===== config.mk =====
export PLATFORM = sky130hd
export DESIGN_NAME = sprite_display_top
export DESIGN_NICKNAME = d
export VERILOG_FILES = /design/src/hdl/sprite_pkg.sv /design/src/hdl/entity_regs.sv /design/src/hdl/vga_timing.sv /design/src/hdl/sprite_compositor.sv /design/src/hdl/pixel_output.sv /design/src/hdl/sprite_display_top.sv
export VERILOG_INCLUDE_DIRS = /design/src /design/src/hdl
export SDC_FILE = /design/constraint.sdc
export NUM_CORES = 1
export LEC_CHECK = 0
export BUFFER_PORTS_ARGS = -buffer_cell sky130_fd_sc_hd__buf_2
export CORE_MARGIN = 2
export CORE_UTILIZATION = 55
export CTS_CLUSTER_SIZE = 25
export DETAILED_ROUTE_END_ITERATION = 8
export GPL_TIMING_DRIVEN = 1
export PLACE_DENSITY = 0.74
export SLEW_MARGIN = 25
export SYNTH_ARGS = -nofsm -noshare
export SYNTH_HDL_FRONTEND = slang
export SYNTH_SLANG_ARGS = --single-unit

===== constraint.sdc =====
create_clock -name clk -period 7.9 [get_ports clk]
set_input_delay 0 -clock clk [delete_from_list [all_inputs] [get_ports clk]]
set_output_delay 0 -clock clk [all_outputs]
set_load 0.01 [all_outputs]

===== src/hdl/sprite_cfg.svh =====
// Sprite display configuration: VGA timing, tile geometry, entity slots, APB map
`ifndef SPRITE_CFG_SVH
`define SPRITE_CFG_SVH

// 640x480 at 60 Hz, one pixel per clk
`define SPR_H_ACTIVE 640   // Visible pixels per line
`define SPR_H_FP     16    // Front porch
`define SPR_H_SYNC   96    // Sync pulse width
`define SPR_H_BP     48    // Back porch
`define SPR_H_TOTAL  (`SPR_H_ACTIVE + `SPR_H_FP + `SPR_H_SYNC + `SPR_H_BP)

`define SPR_V_ACTIVE 480   // Visible lines per frame
`define SPR_V_FP     10    // Front porch lines
`define SPR_V_SYNC   2     // Sync pulse lines
`define SPR_V_BP     33    // Back porch lines
`define SPR_V_TOTAL  (`SPR_V_ACTIVE + `SPR_V_FP + `SPR_V_SYNC + `SPR_V_BP)

// Tile and glyph geometry
`define SPR_TILE_SHIFT 5   // 32-pixel tiles
`define SPR_PIX_SHIFT  2   // Each glyph bit covers 4x4 pixels

`define SPR_NUM_ENT    9   // Entity slots
`define SPR_FLIP_FIRST 7   // Slots from here on are mirrored

`define SPR_ADDR_PAL   8'h24 // Palette byte address, entity n at 4n

`endif


===== src/hdl/sprite_pkg.sv =====
// Sprite display types: entity table, scan position, pixel and palette, glyph ROM
`include "sprite_cfg.svh"

package sprite_pkg;

  typedef struct packed {
    logic [3:0] id;      // Sprite ID, 4'hf marks an unused slot
    logic [1:0] orient;  // Rotation in quarter turns
    logic [7:0] tile;    // Row in [7:4], column in [3:0]
  } entity_t;

  typedef entity_t [`SPR_NUM_ENT-1:0] entity_tab_t;

  typedef struct packed {
    logic [7:0] bg;  // Background colour, upper byte on APB
    logic [7:0] fg;  // Foreground colour, lower byte on APB
  } palette_t;

  typedef struct packed {
    logic [9:0] h;       // Pixel column
    logic [9:0] v;       // Line
    logic       active;  // Inside the visible area
    logic       hsync;   // Active low
    logic       vsync;   // Active low
  } scan_t;

  typedef struct packed {
    logic colour;  // 1 selects fg
    logic active;
    logic hsync;
    logic vsync;
  } pix_t;

  // Indexed [id][row][col], bit index is the column
  localparam logic [0:15][0:7][7:0] SPR_GLYPHS = '{
    '{8'h18, 8'h3c, 8'h7e, 8'hff, 8'h18, 8'h18, 8'h18, 8'h18},  // Arrow
    '{8'h01, 8'h03, 8'h07, 8'h0f, 8'h1f, 8'h3f, 8'h7f, 8'hff},  // Ramp
    '{8'h0f, 8'h0f, 8'h0f, 8'h0f, 8'h00, 8'h00, 8'h00, 8'h00},  // Quadrant
    '{8'h7e, 8'h02, 8'h02, 8'h3e, 8'h02, 8'h02, 8'h02, 8'h00},  // Letter F
    '{8'h81, 8'h42, 8'h24, 8'h18, 8'h18, 8'h24, 8'h42, 8'h81},
    '{8'hff, 8'h81, 8'h81, 8'h81, 8'h81, 8'h81, 8'h81, 8'hff},
    '{8'h3c, 8'h42, 8'h81, 8'h81, 8'h81, 8'h81, 8'h42, 8'h3c},
    '{8'h10, 8'h18, 8'h14, 8'h10, 8'h10, 8'h10, 8'h10, 8'h7c},
    '{8'haa, 8'h55, 8'haa, 8'h55, 8'haa, 8'h55, 8'haa, 8'h55},
    '{8'h03, 8'h0c, 8'h30, 8'hc0, 8'h03, 8'h0c, 8'h30, 8'hc0},
    '{8'h00, 8'h66, 8'hff, 8'hff, 8'h7e, 8'h3c, 8'h18, 8'h00},  // Heart
    '{8'h0f, 8'h07, 8'h0b, 8'h11, 8'h20, 8'h40, 8'h80, 8'h00},
    '{8'hff, 8'h00, 8'hff, 8'h00, 8'hff, 8'h00, 8'hff, 8'h00},
    '{8'h3e, 8'h02, 8'h04, 8'h08, 8'h10, 8'h20, 8'h40, 8'h7f},
    '{8'h01, 8'h02, 8'h04, 8'h08, 8'h10, 8'h20, 8'h40, 8'h80},
    '{8'h00, 8'h00, 8'h00, 8'h00, 8'h00, 8'h00, 8'h00, 8'h00}   // Blank
  };

endpackage


===== src/hdl/entity_regs.sv =====
// APB register file holding the nine entity words and the palette
`timescale 1ns/1ps
`include "sprite_cfg.svh"

module entity_regs import sprite_pkg::*; (
  input  logic        clk,
  input  logic        rst,
  input  logic        psel,
  input  logic        penable,
  input  logic        pwrite,
  input  logic [7:0]  paddr,
  input  logic [31:0] pwdata,
  output logic [31:0] prdata,
  output logic        pready,
  output logic        pslverr,
  output entity_tab_t entities,
  output palette_t    palette
);

  localparam int PAL_IDX = `SPR_ADDR_PAL >> 2;  // Word index of the palette

  logic [5:0]  word_idx;  // Word address
  logic        addr_err;  // Unaligned or past the palette
  logic        setup;     // First cycle of a transfer
  logic        wr_en;     // Write commits in the access cycle
  logic [31:0] rd_data;   // Read mux

  assign word_idx = paddr[7:2];
  assign addr_err = (paddr[1:0] != 2'b00) || (paddr > `SPR_ADDR_PAL);
  assign setup    = psel && !penable;
  assign wr_en    = psel && penable && pwrite && !addr_err;
  assign pready   = 1'b1;  // Zero wait states

  always_comb begin
    rd_data = '0;  // Unused upper bits read as zero
    if (word_idx < `SPR_NUM_ENT)
      rd_data[$bits(entity_t)-1:0] = entities[word_idx];
    else if (word_idx == PAL_IDX)
      rd_data[$bits(palette_t)-1:0] = palette;
  end

  always_ff @(posedge clk) begin
    if (rst) begin
      for (int i = 0; i < `SPR_NUM_ENT; i++) begin
        entities[i] <= '{id: 4'hf, orient: 2'd0, tile: 8'd0};  // All slots unused
      end
      palette <= '0;
    end else if (wr_en) begin
      if (word_idx < `SPR_NUM_ENT)
        entities[word_idx] <= pwdata[$bits(entity_t)-1:0];
      else
        palette <= pwdata[$bits(palette_t)-1:0];  // Only PAL_IDX passes the decode
    end
  end

  // Read data and error are captured in setup and held for the access cycle
  always_ff @(posedge clk) begin
    if (rst) begin
      prdata  <= '0;
      pslverr <= 1'b0;
    end else begin
      prdata  <= (setup && !pwrite && !addr_err) ? rd_data : '0;
      pslverr <= setup && addr_err;
    end
  end

  // Access phase only ever follows a setup phase of the same transfer
  a_apb_phase: assert property (@(posedge clk) disable iff (rst)
    penable |-> psel && $past(psel));

endmodule


===== src/hdl/vga_timing.sv =====
// VGA 640x480 timing generator producing the registered scan position and syncs
`timescale 1ns/1ps
`include "sprite_cfg.svh"

module vga_timing import sprite_pkg::*; (
  input  logic  clk,
  input  logic  rst,
  output scan_t scan
);

  localparam int HS_START = `SPR_H_ACTIVE + `SPR_H_FP;  // First sync clock
  localparam int HS_END   = HS_START + `SPR_H_SYNC;     // First clock after sync
  localparam int VS_START = `SPR_V_ACTIVE + `SPR_V_FP;
  localparam int VS_END   = VS_START + `SPR_V_SYNC;

  logic [9:0] h_cnt;    // Pixel counter
  logic [9:0] v_cnt;    // Line counter
  logic       h_wrap;   // Last clock of a line
  logic       v_wrap;   // Last line of a frame
  logic       active_d; // Decoded from the counters
  logic       hsync_d;
  logic       vsync_d;

  assign h_wrap = (h_cnt == 10'(`SPR_H_TOTAL - 1));
  assign v_wrap = (v_cnt == 10'(`SPR_V_TOTAL - 1));

  always_ff @(posedge clk) begin
    if (rst) begin
      h_cnt <= '0;
      v_cnt <= '0;
    end else begin
      if (h_wrap) begin
        h_cnt <= '0;
        v_cnt <= v_wrap ? 10'd0 : v_cnt + 10'd1;  // Line advance at line end
      end else begin
        h_cnt <= h_cnt + 10'd1;
      end
    end
  end

  // Blanking order per line is active, front porch, sync, back porch
  assign active_d = (h_cnt < `SPR_H_ACTIVE) && (v_cnt < `SPR_V_ACTIVE);
  assign hsync_d  = !((h_cnt >= HS_START) && (h_cnt < HS_END));  // Active low
  assign vsync_d  = !((v_cnt >= VS_START) && (v_cnt < VS_END));

  always_ff @(posedge clk) begin
    if (rst) begin
      scan <= '{h: 10'd0, v: 10'd0, active: 1'b0, hsync: 1'b1, vsync: 1'b1};
    end else begin
      scan.h      <= h_cnt;  // One cycle behind the counters
      scan.v      <= v_cnt;
      scan.active <= active_d;
      scan.hsync  <= hsync_d;
      scan.vsync  <= vsync_d;
    end
  end

  // h=0 reaches the pins SPR_H_BP clocks after hsync goes high again

  // Counter stays inside the line
  a_h_range: assert property (@(posedge clk) disable iff (rst)
    h_cnt < 10'(`SPR_H_TOTAL));

endmodule


===== src/hdl/sprite_compositor.sv =====
// Per-pixel entity hit test with priority, rotation, mirroring and glyph lookup
`timescale 1ns/1ps
`include "sprite_cfg.svh"

module sprite_compositor import sprite_pkg::*; (
  input  logic        clk,
  input  logic        rst,
  input  scan_t       scan,
  input  entity_tab_t entities,
  output pix_t        pix
);

  logic [9:0]              tile_col;  // Tile column of this pixel
  logic [9:0]              tile_row;  // Tile row of this pixel
  logic [2:0]              r;         // Glyph row inside the tile
  logic [2:0]              c;         // Glyph column inside the tile
  logic [`SPR_NUM_ENT-1:0] hit;       // Slots covering this tile
  logic [`SPR_NUM_ENT-1:0] win;       // One-hot priority winner
  logic                    found;
  entity_t                 sel_ent;   // Winning entity
  logic                    sel_flip;  // Winner sits in a mirrored slot
  logic [2:0]              c_eff;     // Column after mirroring
  logic [2:0]              g_row;     // Glyph ROM row
  logic [2:0]              g_col;     // Glyph ROM column
  logic                    g_bit;

  assign tile_col = scan.h >> `SPR_TILE_SHIFT;
  assign tile_row = scan.v >> `SPR_TILE_SHIFT;
  assign c        = scan.h[`SPR_TILE_SHIFT-1:`SPR_PIX_SHIFT];  // 4 pixels per glyph bit
  assign r        = scan.v[`SPR_TILE_SHIFT-1:`SPR_PIX_SHIFT];

  always_comb begin
    for (int i = 0; i < `SPR_NUM_ENT; i++) begin
      hit[i] = (entities[i].id != 4'hf) &&
               (tile_row == {6'd0, entities[i].tile[7:4]}) &&
               (tile_col == {6'd0, entities[i].tile[3:0]});
    end
  end

  // Lowest slot index wins
  always_comb begin
    found    = 1'b0;
    win      = '0;
    sel_ent  = entities[0];
    sel_flip = 1'b0;
    for (int i = 0; i < `SPR_NUM_ENT; i++) begin
      if (hit[i] && !found) begin
        found    = 1'b1;
        win[i]   = 1'b1;
        sel_ent  = entities[i];
        sel_flip = (i >= `SPR_FLIP_FIRST);
      end
    end
  end

  assign c_eff = sel_flip ? ~c : c;  // 7-c on three bits

  always_comb begin
    case (sel_ent.orient)
      2'd0: begin
        g_row = r;
        g_col = c_eff;
      end
      2'd1: begin  // Quarter turn
        g_row = ~c_eff;
        g_col = r;
      end
      2'd2: begin  // Half turn
        g_row = ~r;
        g_col = ~c_eff;
      end
      default: begin
        g_row = c_eff;
        g_col = ~r;
      end
    endcase
  end

  assign g_bit = SPR_GLYPHS[sel_ent.id][g_row][g_col];

  always_ff @(posedge clk) begin
    if (rst) begin
      pix <= '{colour: 1'b0, active: 1'b0, hsync: 1'b1, vsync: 1'b1};
    end else begin
      pix.colour <= found && scan.active && g_bit;  // Off in blanking and empty tiles
      pix.active <= scan.active;
      pix.hsync  <= scan.hsync;  // Syncs ride along with the pixel
      pix.vsync  <= scan.vsync;
    end
  end

  // Winner is the lowest set bit of the hit vector, at most one slot
  a_one_winner: assert property (@(posedge clk) disable iff (rst)
    (win == (hit & -hit)) && (found == (hit != '0)));

endmodule


===== src/hdl/pixel_output.sv =====
// Output stage applying the palette and blanking with syncs kept in step
`timescale 1ns/1ps

module pixel_output import sprite_pkg::*; (
  input  logic       clk,
  input  logic       rst,
  input  pix_t       pix,
  input  palette_t   palette,
  output logic [7:0] rgb,
  output logic       hsync,
  output logic       vsync
);

  logic [7:0] colour_d;  // Palette pick before blanking

  assign colour_d = pix.colour ? palette.fg : palette.bg;

  always_ff @(posedge clk) begin
    if (rst) begin
      rgb   <= 8'd0;
      hsync <= 1'b1;  // Inactive
      vsync <= 1'b1;
    end else begin
      rgb   <= pix.active ? colour_d : 8'd0;  // Black in blanking
      hsync <= pix.hsync;
      vsync <= pix.vsync;
    end
  end

  // Sync pulses sit inside blanking, so the port is black during them
  a_blank_black: assert property (@(posedge clk) disable iff (rst)
    (!hsync || !vsync) |-> rgb == 8'd0);

endmodule


===== src/hdl/sprite_display_top.sv =====
// Sprite display top: APB registers, VGA timing, compositor and output stage
`timescale 1ns/1ps

module sprite_display_top import sprite_pkg::*; (
  input  logic        clk,
  input  logic        rst,
  input  logic        psel,
  input  logic        penable,
  input  logic        pwrite,
  input  logic [7:0]  paddr,
  input  logic [31:0] pwdata,
  output logic [31:0] prdata,
  output logic        pready,
  output logic        pslverr,
  output logic [7:0]  rgb,
  output logic        hsync,
  output logic        vsync
);

  entity_tab_t entities;  // Entity table to the compositor
  palette_t    palette;   // Colours to the output stage
  scan_t       scan;      // Scan position and raw syncs
  pix_t        pix;       // Pixel colour bit with syncs

  entity_regs entity_regs_inst (
    .clk      (clk),
    .rst      (rst),
    .psel     (psel),
    .penable  (penable),
    .pwrite   (pwrite),
    .paddr    (paddr),
    .pwdata   (pwdata),
    .prdata   (prdata),
    .pready   (pready),
    .pslverr  (pslverr),
    .entities (entities),
    .palette  (palette)
  );

  vga_timing vga_timing_inst (
    .clk  (clk),
    .rst  (rst),
    .scan (scan)
  );

  sprite_compositor sprite_compositor_inst (
    .clk      (clk),
    .rst      (rst),
    .scan     (scan),
    .entities (entities),
    .pix      (pix)
  );

  pixel_output pixel_output_inst (
    .clk     (clk),
    .rst     (rst),
    .pix     (pix),
    .palette (palette),
    .rgb     (rgb),
    .hsync   (hsync),
    .vsync   (vsync)
  );

endmodule


# Yosys cells after proc, flatten, opt, wreduce, memory -nomap -nowiden
# Memory sizes are Yosys's and may differ from the RTL's.
# Cells that the tools add are included.
[classes]
order_cmp = 13
add_sub_neg = 2
shifts = 0
eq_ne = 32
reduce_logical = 61
n_bitwise = 9
n_mul = 0
div_mod_pow = 0
mux = 38
[ops]
columns = ["op", "n"]
rows = [
  ["$mux W14", 11],
  ["$mux W64", 2],
  ["$bwmux W126", 1],
  ["$eq A5 B4 Y1", 18],
  ["$bmux W14 S4", 1],
  ["$demux W14 S4", 1],
  ["$logic_and A1 B1 Y1", 39],
  ["$ne A4 B4 Y1 const B", 9],
  ["$bmux W8 S3", 1],
  ["$mux W8", 3],
  ["$add A10 B1 Y10 const B", 2],
  ["$eq A10 B10 Y1 const B", 2],
  ["$lt A10 B10 Y1 const B", 2],
  ["$lt A10 B9 Y1 const B", 2],
  ["$pmux W3 S3", 2],
  ["$mux W16", 1],
  ["$logic_not A1 Y1", 13],
  ["$mux W1", 12],
  ["$ge A10 B10 Y1 const B", 1],
  ["$ge A10 B9 Y1 const B", 1],
  ["$mux W10", 1],
  ["$not A3 Y3", 3],
  ["$gt A8 B6 Y1 const B", 1],
  ["$eq A6 B4 Y1 const B", 1],
  ["other kinds (19)", 25],
]
[totals]
ff_bits = 232
mem_count = 1
latchBits = 0
mem_bits_rw = 0
in_bits = 45
mem_bits_ro = 1024
[mem_list]
columns = ["name", "depth", "word_bits", "rd", "rd_clocked_by_memory_dff", "write_ports", "line", "source"]
rows = [
  ["(no name shown)", 16, 64, 1, 0, 0, "sprite_compositor.sv:79", "assign g_bit = SPR_GLYPHS[sel_ent.id][g_row][g_col];"],
]

# Logic depth before layout (Yosys ltp)
[logic_depth]
depth_word = 38
depth_mapped = 21
mapped_depth_nobuf = 17

# Cells and area by module
# From an unflattened synthesis, not the netlist that was laid out.
[hier_totals]
cells_unflattened = 1497
area_unflattened_um2 = 13033.8
[by_module_without_submodules]
columns = ["mod", "cells_per_inst", "area_each_um2", "seq_area_each_um2", "instances"]
rows = [
  ["entity_regs", 733, 7120.6, 3183.1, 1],
  ["sprite_compositor", 567, 3968.8, 80.1, 1],
  ["vga_timing", 166, 1592.8, 860.8, 1],
  ["pixel_output", 31, 351.6, 200.2, 1],
]

# Worst setup path after synthesis
# No wires, ideal clock.
[synth_path]
path_type = "register -> register"
startpoint = "reg, netlist name vga_timing_inst.scan[11]"
endpoint = "reg, netlist name sprite_compositor_inst.pix[3]"
path_slack_ns = 3.367
stages_incl_launch_ff = 20
setup_time_ns = 0.136
t_required_ns = 7.764
path_buffers = 3
arrival_time_ns = 4.396
path_cell_list = "dfxtp_1 buf_6 xnor2_2 nand4_1 nor4_4 buf_6 nor2_2 and3_1 a22o_1 o21ai_1 inv_1 ha_1 clkbuf_1 mux2i_1 mux2i_1 mux4_2 a221o_1 o311a_1 o221ai_2 a32oi_1"
[synth_between]
elab_chain_len = 38
word_cells_on_any_way = 81
[synth_rtl]
columns = ["item", "line", "source"]
rows = [
  ["$eq A5 B4 Y1", "sprite_compositor.sv:35", "(tile_row == {6'd0, entities[i].tile[7:4]}) &&"],
  ["$logic_and A1 B1 Y1", "sprite_compositor.sv:34", "hit[i] = (entities[i].id != 4'hf) &&"],
  ["$logic_and A1 B1 Y1", "sprite_compositor.sv:35", ""],
  ["$mux W1", "sprite_compositor.sv:47", "if (hit[i] && !found) begin"],
  ["$logic_not A1 Y1", "sprite_compositor.sv:47", ""],
  ["$logic_and A1 B1 Y1", "sprite_compositor.sv:47", ""],
  ["$mux W1", "sprite_compositor.sv:47", ""],
  ["$logic_not A1 Y1", "sprite_compositor.sv:47", ""],
  ["[... 21 more ...]", "n/a", ""],
  ["$mem_v2 Z16 W64 or $not A3 Y3 (tied branches)", "n/a", ""],
  ["$mux W64 (implied by the code) or $pmux W3 S3 (tied branches)", "sprite_compositor.sv:79, sprite_compositor.sv:59", ""],
  ["$mux W64 (implied by the code) or $not A3 Y4 (tied branches)", "sprite_compositor.sv:79", ""],
  ["$bmux W8 S3", "sprite_compositor.sv:79", ""],
  ["$mux W8 (implied by the code) (2 in series)", "sprite_compositor.sv:79", ""],
  ["$bmux W1 S3", "sprite_compositor.sv:79", ""],
  ["$mux W1 (implied by the code)", "sprite_compositor.sv:79", ""],
  ["$logic_and A1 B1 Y1 (*)", "sprite_compositor.sv:85", "pix.colour <= found && scan.active && g_bit;"],
]
# Every way passes the cells marked *; elsewhere a longest branch is shown, timed or not. The select of a mux whose other input is x is not followed.
# A chain may end at the register's enable or synchronous reset.

# Worst setup path in the final report
[layout_path]
startpoint = "reg, netlist name vga_timing_inst.scan[11]"
endpoint = "reg, netlist name sprite_compositor_inst.pix[3]"
[layout_between]
elab_chain_len = 38
word_cells_on_any_way = 81
[layout_rtl]
columns = ["item", "line"]
rows = [
  ["$eq A5 B4 Y1", "sprite_compositor.sv:35"],
  ["$logic_and A1 B1 Y1", "sprite_compositor.sv:34"],
  ["$logic_and A1 B1 Y1", "sprite_compositor.sv:35"],
  ["$mux W1", "sprite_compositor.sv:47"],
  ["$logic_not A1 Y1", "sprite_compositor.sv:47"],
  ["$logic_and A1 B1 Y1", "sprite_compositor.sv:47"],
  ["$mux W1", "sprite_compositor.sv:47"],
  ["$logic_not A1 Y1", "sprite_compositor.sv:47"],
  ["[... 21 more ...]", "n/a"],
  ["$mem_v2 Z16 W64 or $not A3 Y3 (tied branches)", "n/a"],
  ["$mux W64 (implied by the code) or $pmux W3 S3 (tied branches)", "sprite_compositor.sv:79, sprite_compositor.sv:59"],
  ["$mux W64 (implied by the code) or $not A3 Y4 (tied branches)", "sprite_compositor.sv:79"],
  ["$bmux W8 S3", "sprite_compositor.sv:79"],
  ["$mux W8 (implied by the code) (2 in series)", "sprite_compositor.sv:79"],
  ["$bmux W1 S3", "sprite_compositor.sv:79"],
  ["$mux W1 (implied by the code)", "sprite_compositor.sv:79"],
  ["$logic_and A1 B1 Y1 (*)", "sprite_compositor.sv:85"],
]
# Marked as above.

==> metrics.txt <==
# TYPE chip_impl_metric gauge
chip_impl_metric{name="postLayoutCellArea",unit="µm²"} 13850
chip_impl_metric{name="cts.sink_count",unit=""} 212
chip_impl_metric{name="wl_per_cell",unit="µm"} 20.12
chip_impl_metric{name="core_area",unit="µm²"} 22640
chip_impl_info{name="most_common_cell_in_the_netlist",value="sky130_fd_sc_hd__nand2_1"} 1
chip_impl_metric{name="setup.reg_to_reg.worst_slack",unit="ns"} 2.06
chip_impl_metric{name="drt-met1-wl",unit="µm"} 15710
chip_impl_metric{name="grt_first_pass_wirelength",unit="µm"} 58050
chip_impl_metric{name="synth_seq_area_share",unit="%"} 33.52
chip_impl_metric{name="grt.overflow.total",unit=""} 0
chip_impl_metric{name="number_of_max_cap_violations",unit=""} 0
chip_impl_metric{name="reg2reg_depth",unit=""} 18
chip_impl_metric{name="initialDrtViolationCount",unit=""} 1427
chip_impl_metric{name="htree_levels",unit=""} 1
chip_impl_metric{name="die_height",unit="µm"} 155.7
chip_impl_metric{name="met2WireLength",unit="µm"} 16070
chip_impl_metric{name="maximum_count_of_clock_buffers_along_a_single_path",unit=""} 3
chip_impl_metric{name="post_cts.resized_instances",unit=""} 0
chip_impl_metric{name="static-leakage-power",unit="nW"} 5.201
chip_impl_metric{name="post_synth_inst_count",unit=""} 1517
chip_impl_metric{name="cp_max_fo",unit=""} 12
chip_impl_metric{name="xor_xnor_portion_of_the_synthesized_cell_area",unit="%"} 7.017
chip_impl_metric{name="grt_pass1_vias",unit=""} 10273
chip_impl_metric{name="power.share.sequential",unit="%"} 45.4
chip_impl_metric{name="row_count",unit=""} 55
chip_impl_metric{name="dpl-instance-area",unit="µm²"} 12790
chip_impl_metric{name="synth.cell_area",unit="µm²"} 12660
chip_impl_metric{name="power.density_cell_area",unit="nW/µm²"} 170.6
chip_impl_metric{name="io-pin-count",unit=""} 89
chip_impl_info{name="critPathKind",value="reg2reg"} 1
chip_impl_metric{name="post_synth_num_cell_types",unit=""} 87
chip_impl_metric{name="asyncSetResetFlopFracSynth",unit="%"} 0
chip_impl_metric{name="clk_latency",unit="ns"} 0.53
chip_impl_metric{name="grt_max_degree",unit=""} 71
chip_impl_metric{name="p_sw",unit="W"} 0.0005288
chip_impl_metric{name="drt_drc_violations_left",unit=""} 0
chip_impl_metric{name="slew_headroom",unit="%"} 33.91
chip_impl_metric{name="die_area",unit="µm²"} 24250
chip_impl_metric{name="nets",unit=""} 1577
chip_impl_metric{name="min_delay_path_depth",unit=""} 5
chip_impl_metric{name="floorplan.die.width",unit="µm"} 155.7
chip_impl_metric{name="timing.final.crit_share",unit="%"} 73.96
chip_impl_info{name="hold_class",value="in2reg"} 1
chip_impl_metric{name="report.final.slew_viol_count",unit=""} 0
chip_impl_info{name="outcome",value="finished, final reports clean"} 1
chip_impl_metric{name="antenna_found_initial",unit=""} 0
chip_impl_metric{name="combPwrFrac",unit="%"} 4.3
chip_impl_metric{name="power_switching_share",unit="%"} 22.37
chip_impl_metric{name="syn2layout_area_growth",unit="%"} 9.429
chip_impl_metric{name="finalWorstSetupSlack",unit="ns"} 2.057
chip_impl_info{name="critPathLaunch",value="vga_timing_inst.scan[11]$_SDFF_PP0_"} 1
chip_impl_metric{name="ffs_latches_synth",unit=""} 212
chip_impl_metric{name="buffer_ports.inserted",unit=""} 55
chip_impl_metric{name="place_inst",unit=""} 1754
chip_impl_metric{name="synth_fa_ha_area_share",unit="%"} 1.581
chip_impl_metric{name="setup_viol",unit=""} 0
chip_impl_metric{name="route.antenna.remaining_nets",unit=""} 0
chip_impl_info{name="highest_layer",value="met4"} 1
chip_impl_metric{name="max-vdd-ir-drop",unit="V"} 0.0001540
chip_impl_metric{name="fin_worst_hold_slack",unit="ns"} 0.07653
chip_impl_metric{name="drt_pass1_iterations",unit=""} 6
chip_impl_info{name="setup.worst_path.end_class",value="flop"} 1
chip_impl_metric{name="final.setup.tns",unit="ns"} 0
chip_impl_info{name="synth_largest_area_cell",value="sky130_fd_sc_hd__dfxtp_1"} 1
chip_impl_info{name="regToRegStartpoint",value="vga_timing_inst.scan[11]$_SDFF_PP0_"} 1
chip_impl_metric{name="synth-edff-count",unit=""} 0
chip_impl_metric{name="finalClockSkew",unit="ns"} 0.008819
chip_impl_metric{name="post_layout_nonfiller_instances",unit=""} 1819
chip_impl_metric{name="wirelength",unit="µm"} 36600
chip_impl_info{name="tritoncts",value="yes"} 1
chip_impl_info{name="crit_path_cell_trace",value="xnor2_1 > nand4_1 > nor3_2 > nor4_2 > and3_1 > a22o_1 > o21ai_1 > buf_4 > inv_1 > ha_1 > clkinv_1 > nand3_1 > o221ai_1 > mux4_2 > o22ai_1 > o311a_1 > o221ai_2 > a32oi_1"} 1
chip_impl_metric{name="initial_core_util",unit="%"} 55.92
chip_impl_info{name="worst_path_max_delay_cell",value="sky130_fd_sc_hd__dfxtp_1"} 1
chip_impl_metric{name="synth-simple-area-share",unit="%"} 23.97
chip_impl_metric{name="max_slew.worst_pin.slew",unit="ns"} 0.9893
chip_impl_metric{name="ctsHoldBuffers",unit=""} 21
chip_impl_metric{name="path_clk_slew",unit="ns"} 0.06
chip_impl_info{name="synth_top_family_by_area",value="simple AND/OR/NAND/NOR gates"} 1
chip_impl_metric{name="maxClockFrequency",unit="GHz"} 0.1712
chip_impl_metric{name="slowest_delay",unit="ns"} 0.71
chip_impl_metric{name="synth-compound-area-share",unit="%"} 15.82
chip_impl_info{name="yosys-top-cells-count",value="sky130_fd_sc_hd__nand2_1, sky130_fd_sc_hd__dfxtp_1, sky130_fd_sc_hd__nor2_1, sky130_fd_sc_hd__a21oi_1, sky130_fd_sc_hd__clkbuf_1"} 1
chip_impl_info{name="crit_end",value="sprite_compositor_inst.pix[3]$_SDFF_PP0_"} 1
chip_impl_metric{name="min_period",unit="ns"} 5.843
chip_impl_info{name="synth_top_flop_cell",value="sky130_fd_sc_hd__dfxtp_1"} 1
chip_impl_info{name="grt_setup_unrepaired",value="no"} 1
chip_impl_metric{name="top_cell_type_s_share_of_synthesized_area",unit="%"} 33.52
chip_impl_metric{name="worst_setup_slack_before_clock_tree_synthesis",unit="ns"} 2.255
chip_impl_metric{name="dr_wl_met3",unit="µm"} 3601
chip_impl_metric{name="vias_per_cell",unit=""} 6.287
chip_impl_info{name="start_kind",value="flop"} 1
chip_impl_metric{name="fillerInstances",unit=""} 1943
chip_impl_metric{name="cts_buffers",unit=""} 24
chip_impl_metric{name="hold_viol_final",unit=""} 0
chip_impl_metric{name="power.internal",unit="W"} 0.001835
chip_impl_metric{name="track_usage",unit="%"} 29.88
chip_impl_metric{name="synthesis.area_per_instance",unit="µm²"} 8.345
chip_impl_info{name="cts.root.buffer_cell",value="sky130_fd_sc_hd__clkbuf_16"} 1
chip_impl_metric{name="dp_hpwl",unit="µm"} 25310
chip_impl_metric{name="antenna-diode-count",unit=""} 0
chip_impl_info{name="synth.area.top_cells",value="sky130_fd_sc_hd__dfxtp_1, sky130_fd_sc_hd__nand2_1, sky130_fd_sc_hd__mux2i_1"} 1
chip_impl_metric{name="critical_path_rt",unit="ns"} 8.33
chip_impl_metric{name="globalplace.congestion",unit=""} 0.9972
chip_impl_metric{name="dr_total_vias",unit=""} 11436
chip_impl_metric{name="total_number_of_yosys_warnings",unit=""} 0
chip_impl_metric{name="post_route_cells_drive_above_1_share",unit="%"} 13.17
chip_impl_info{name="rr_endpoint",value="sprite_compositor_inst.pix[3]$_SDFF_PP0_"} 1
chip_impl_metric{name="clockPowerShare",unit="%"} 50.3
chip_impl_metric{name="cts_setup_buffers",unit=""} 0
chip_impl_metric{name="synthMuxAreaShare",unit="%"} 11.41
chip_impl_metric{name="timing.critical_path.arrival",unit="ns"} 6.27
-- worst max-delay path: cells and delay by family (launching register included) --
kind / cells / cell delay (ns)
muxes: 1 / 0.47
AOI/OAI and AO/OA: 7 / 1.27
buffers and inverters: 3 / 0.88
DFF: 1 / 0.71
and+or+nand+nor: 5 / 1.56
adders and majority gates: 1 / 0.62
xor gates and xnor gates: 1 / 0.23
-- sequential cells by signal, summed over array words and instances (netlist names) --
register	flops
pixel_output_inst.vsync	1
vga_timing_inst.v_cnt	10
vga_timing_inst.scan	19
pixel_output_inst.hsync	1
entity_regs_inst.entities	126
entity_regs_inst.prdata	16
vga_timing_inst.h_cnt	10
sprite_compositor_inst.pix	4
entity_regs_inst.palette	16
pixel_output_inst.rgb	8
entity_regs_inst.pslverr	1
-- power groups by stage --
stage                     Combinational, W  Sequential [W]  Clock (W)
after floorplan                  0.0000686         0.00110          0
after global placement           0.0000893         0.00110          0
after detailed placement         0.0000902         0.00110          0
after CTS                        0.0000979         0.00107    0.00120
after global routing              0.000108         0.00107    0.00124
final                             0.000101         0.00107    0.00119
-- stage by stage --
step	utilization (%)	power, W
global route	61.19	0.002417
CTS	61.17	0.002368
floorplan	-	0.001165
detailed placement	56.51	0.001187
global placement	56.49	0.001186
finish	61.19	0.002363
-- final cells by class --
type / instances / area [µm²] / share of cell area (%)
multi-input cells: 1150 / 7652 / 55.24
flip-flops and latches: 212 / 4244 / 30.64
clock buffers: 32 / 671.9 / 4.850
repair buffers: 95 / 630.6 / 4.552
well taps: 285 / 356.6 / 2.574
clock inverters: 12 / 173.9 / 1.255
inverters: 33 / 123.9 / 0.8941
-- cell families after synthesis --
group / count (synthesis)
buf+inv: 170
other cells: 2
flops: 212
fa+ha+maj: 16
mux: 106
compound gates: 293
simple gates: 620
xor+xnor: 98
-- worst min-delay path by stage --
stage | start | to | slack (ns)
final | pwrite | entity_regs_inst.prdata[14]$_SDFF_PP0_ | 0.08
after global routing | pwrite | entity_regs_inst.prdata[14]$_SDFF_PP0_ | 0.10
after CTS | pwrite | entity_regs_inst.prdata[14]$_SDFF_PP0_ | 0.05
after detailed placement | pwdata[14] | entity_regs_inst.palette[14]$_SDFFE_PP0P_ | 0.25
after global placement | pwdata[14] | entity_regs_inst.palette[14]$_SDFFE_PP0P_ | 0.25
after floorplan | psel | entity_regs_inst.pslverr$_SDFF_PP0_ | 0.14
-- routing by layer --
layer / global-route usage [%] / vias to the layer above
li1: - / 5313
met1: 43.18 / 5376
met2: 45.95 / 639
met3: 5.000 / 108
met4: 8.825 / 0
met5: 0 / -
-- cells in the final DEF, fill, tap and decap left out, types with 10 or more instances in the layout --
master / instances
sky130_fd_sc_hd__ha_1: 16
sky130_fd_sc_hd__o22ai_1: 21
sky130_fd_sc_hd__a21oi_1: 94
sky130_fd_sc_hd__xnor2_1: 75
sky130_fd_sc_hd__a31oi_1: 21
sky130_fd_sc_hd__conb_1: 17
sky130_fd_sc_hd__nor4_1: 11
sky130_fd_sc_hd__dlygate4sd3_1: 21
sky130_fd_sc_hd__o211ai_1: 11
sky130_fd_sc_hd__buf_4: 20
sky130_fd_sc_hd__mux2i_1: 70
sky130_fd_sc_hd__o21ai_0: 29
sky130_fd_sc_hd__nor2b_1: 41
sky130_fd_sc_hd__nand2_1: 269
sky130_fd_sc_hd__dfxtp_1: 212
sky130_fd_sc_hd__clkbuf_16: 25
sky130_fd_sc_hd__a211oi_1: 10
sky130_fd_sc_hd__nor2_1: 108
sky130_fd_sc_hd__nand4_1: 29
sky130_fd_sc_hd__mux4_2: 30
sky130_fd_sc_hd__a211o_1: 11
sky130_fd_sc_hd__nand3_1: 33
sky130_fd_sc_hd__xor2_1: 19
sky130_fd_sc_hd__nor3_1: 16
sky130_fd_sc_hd__inv_1: 31
sky130_fd_sc_hd__a22o_1: 19
sky130_fd_sc_hd__buf_2: 54
sky130_fd_sc_hd__nand3b_1: 31
Note: power is estimated with default switching activity, not from simulation.
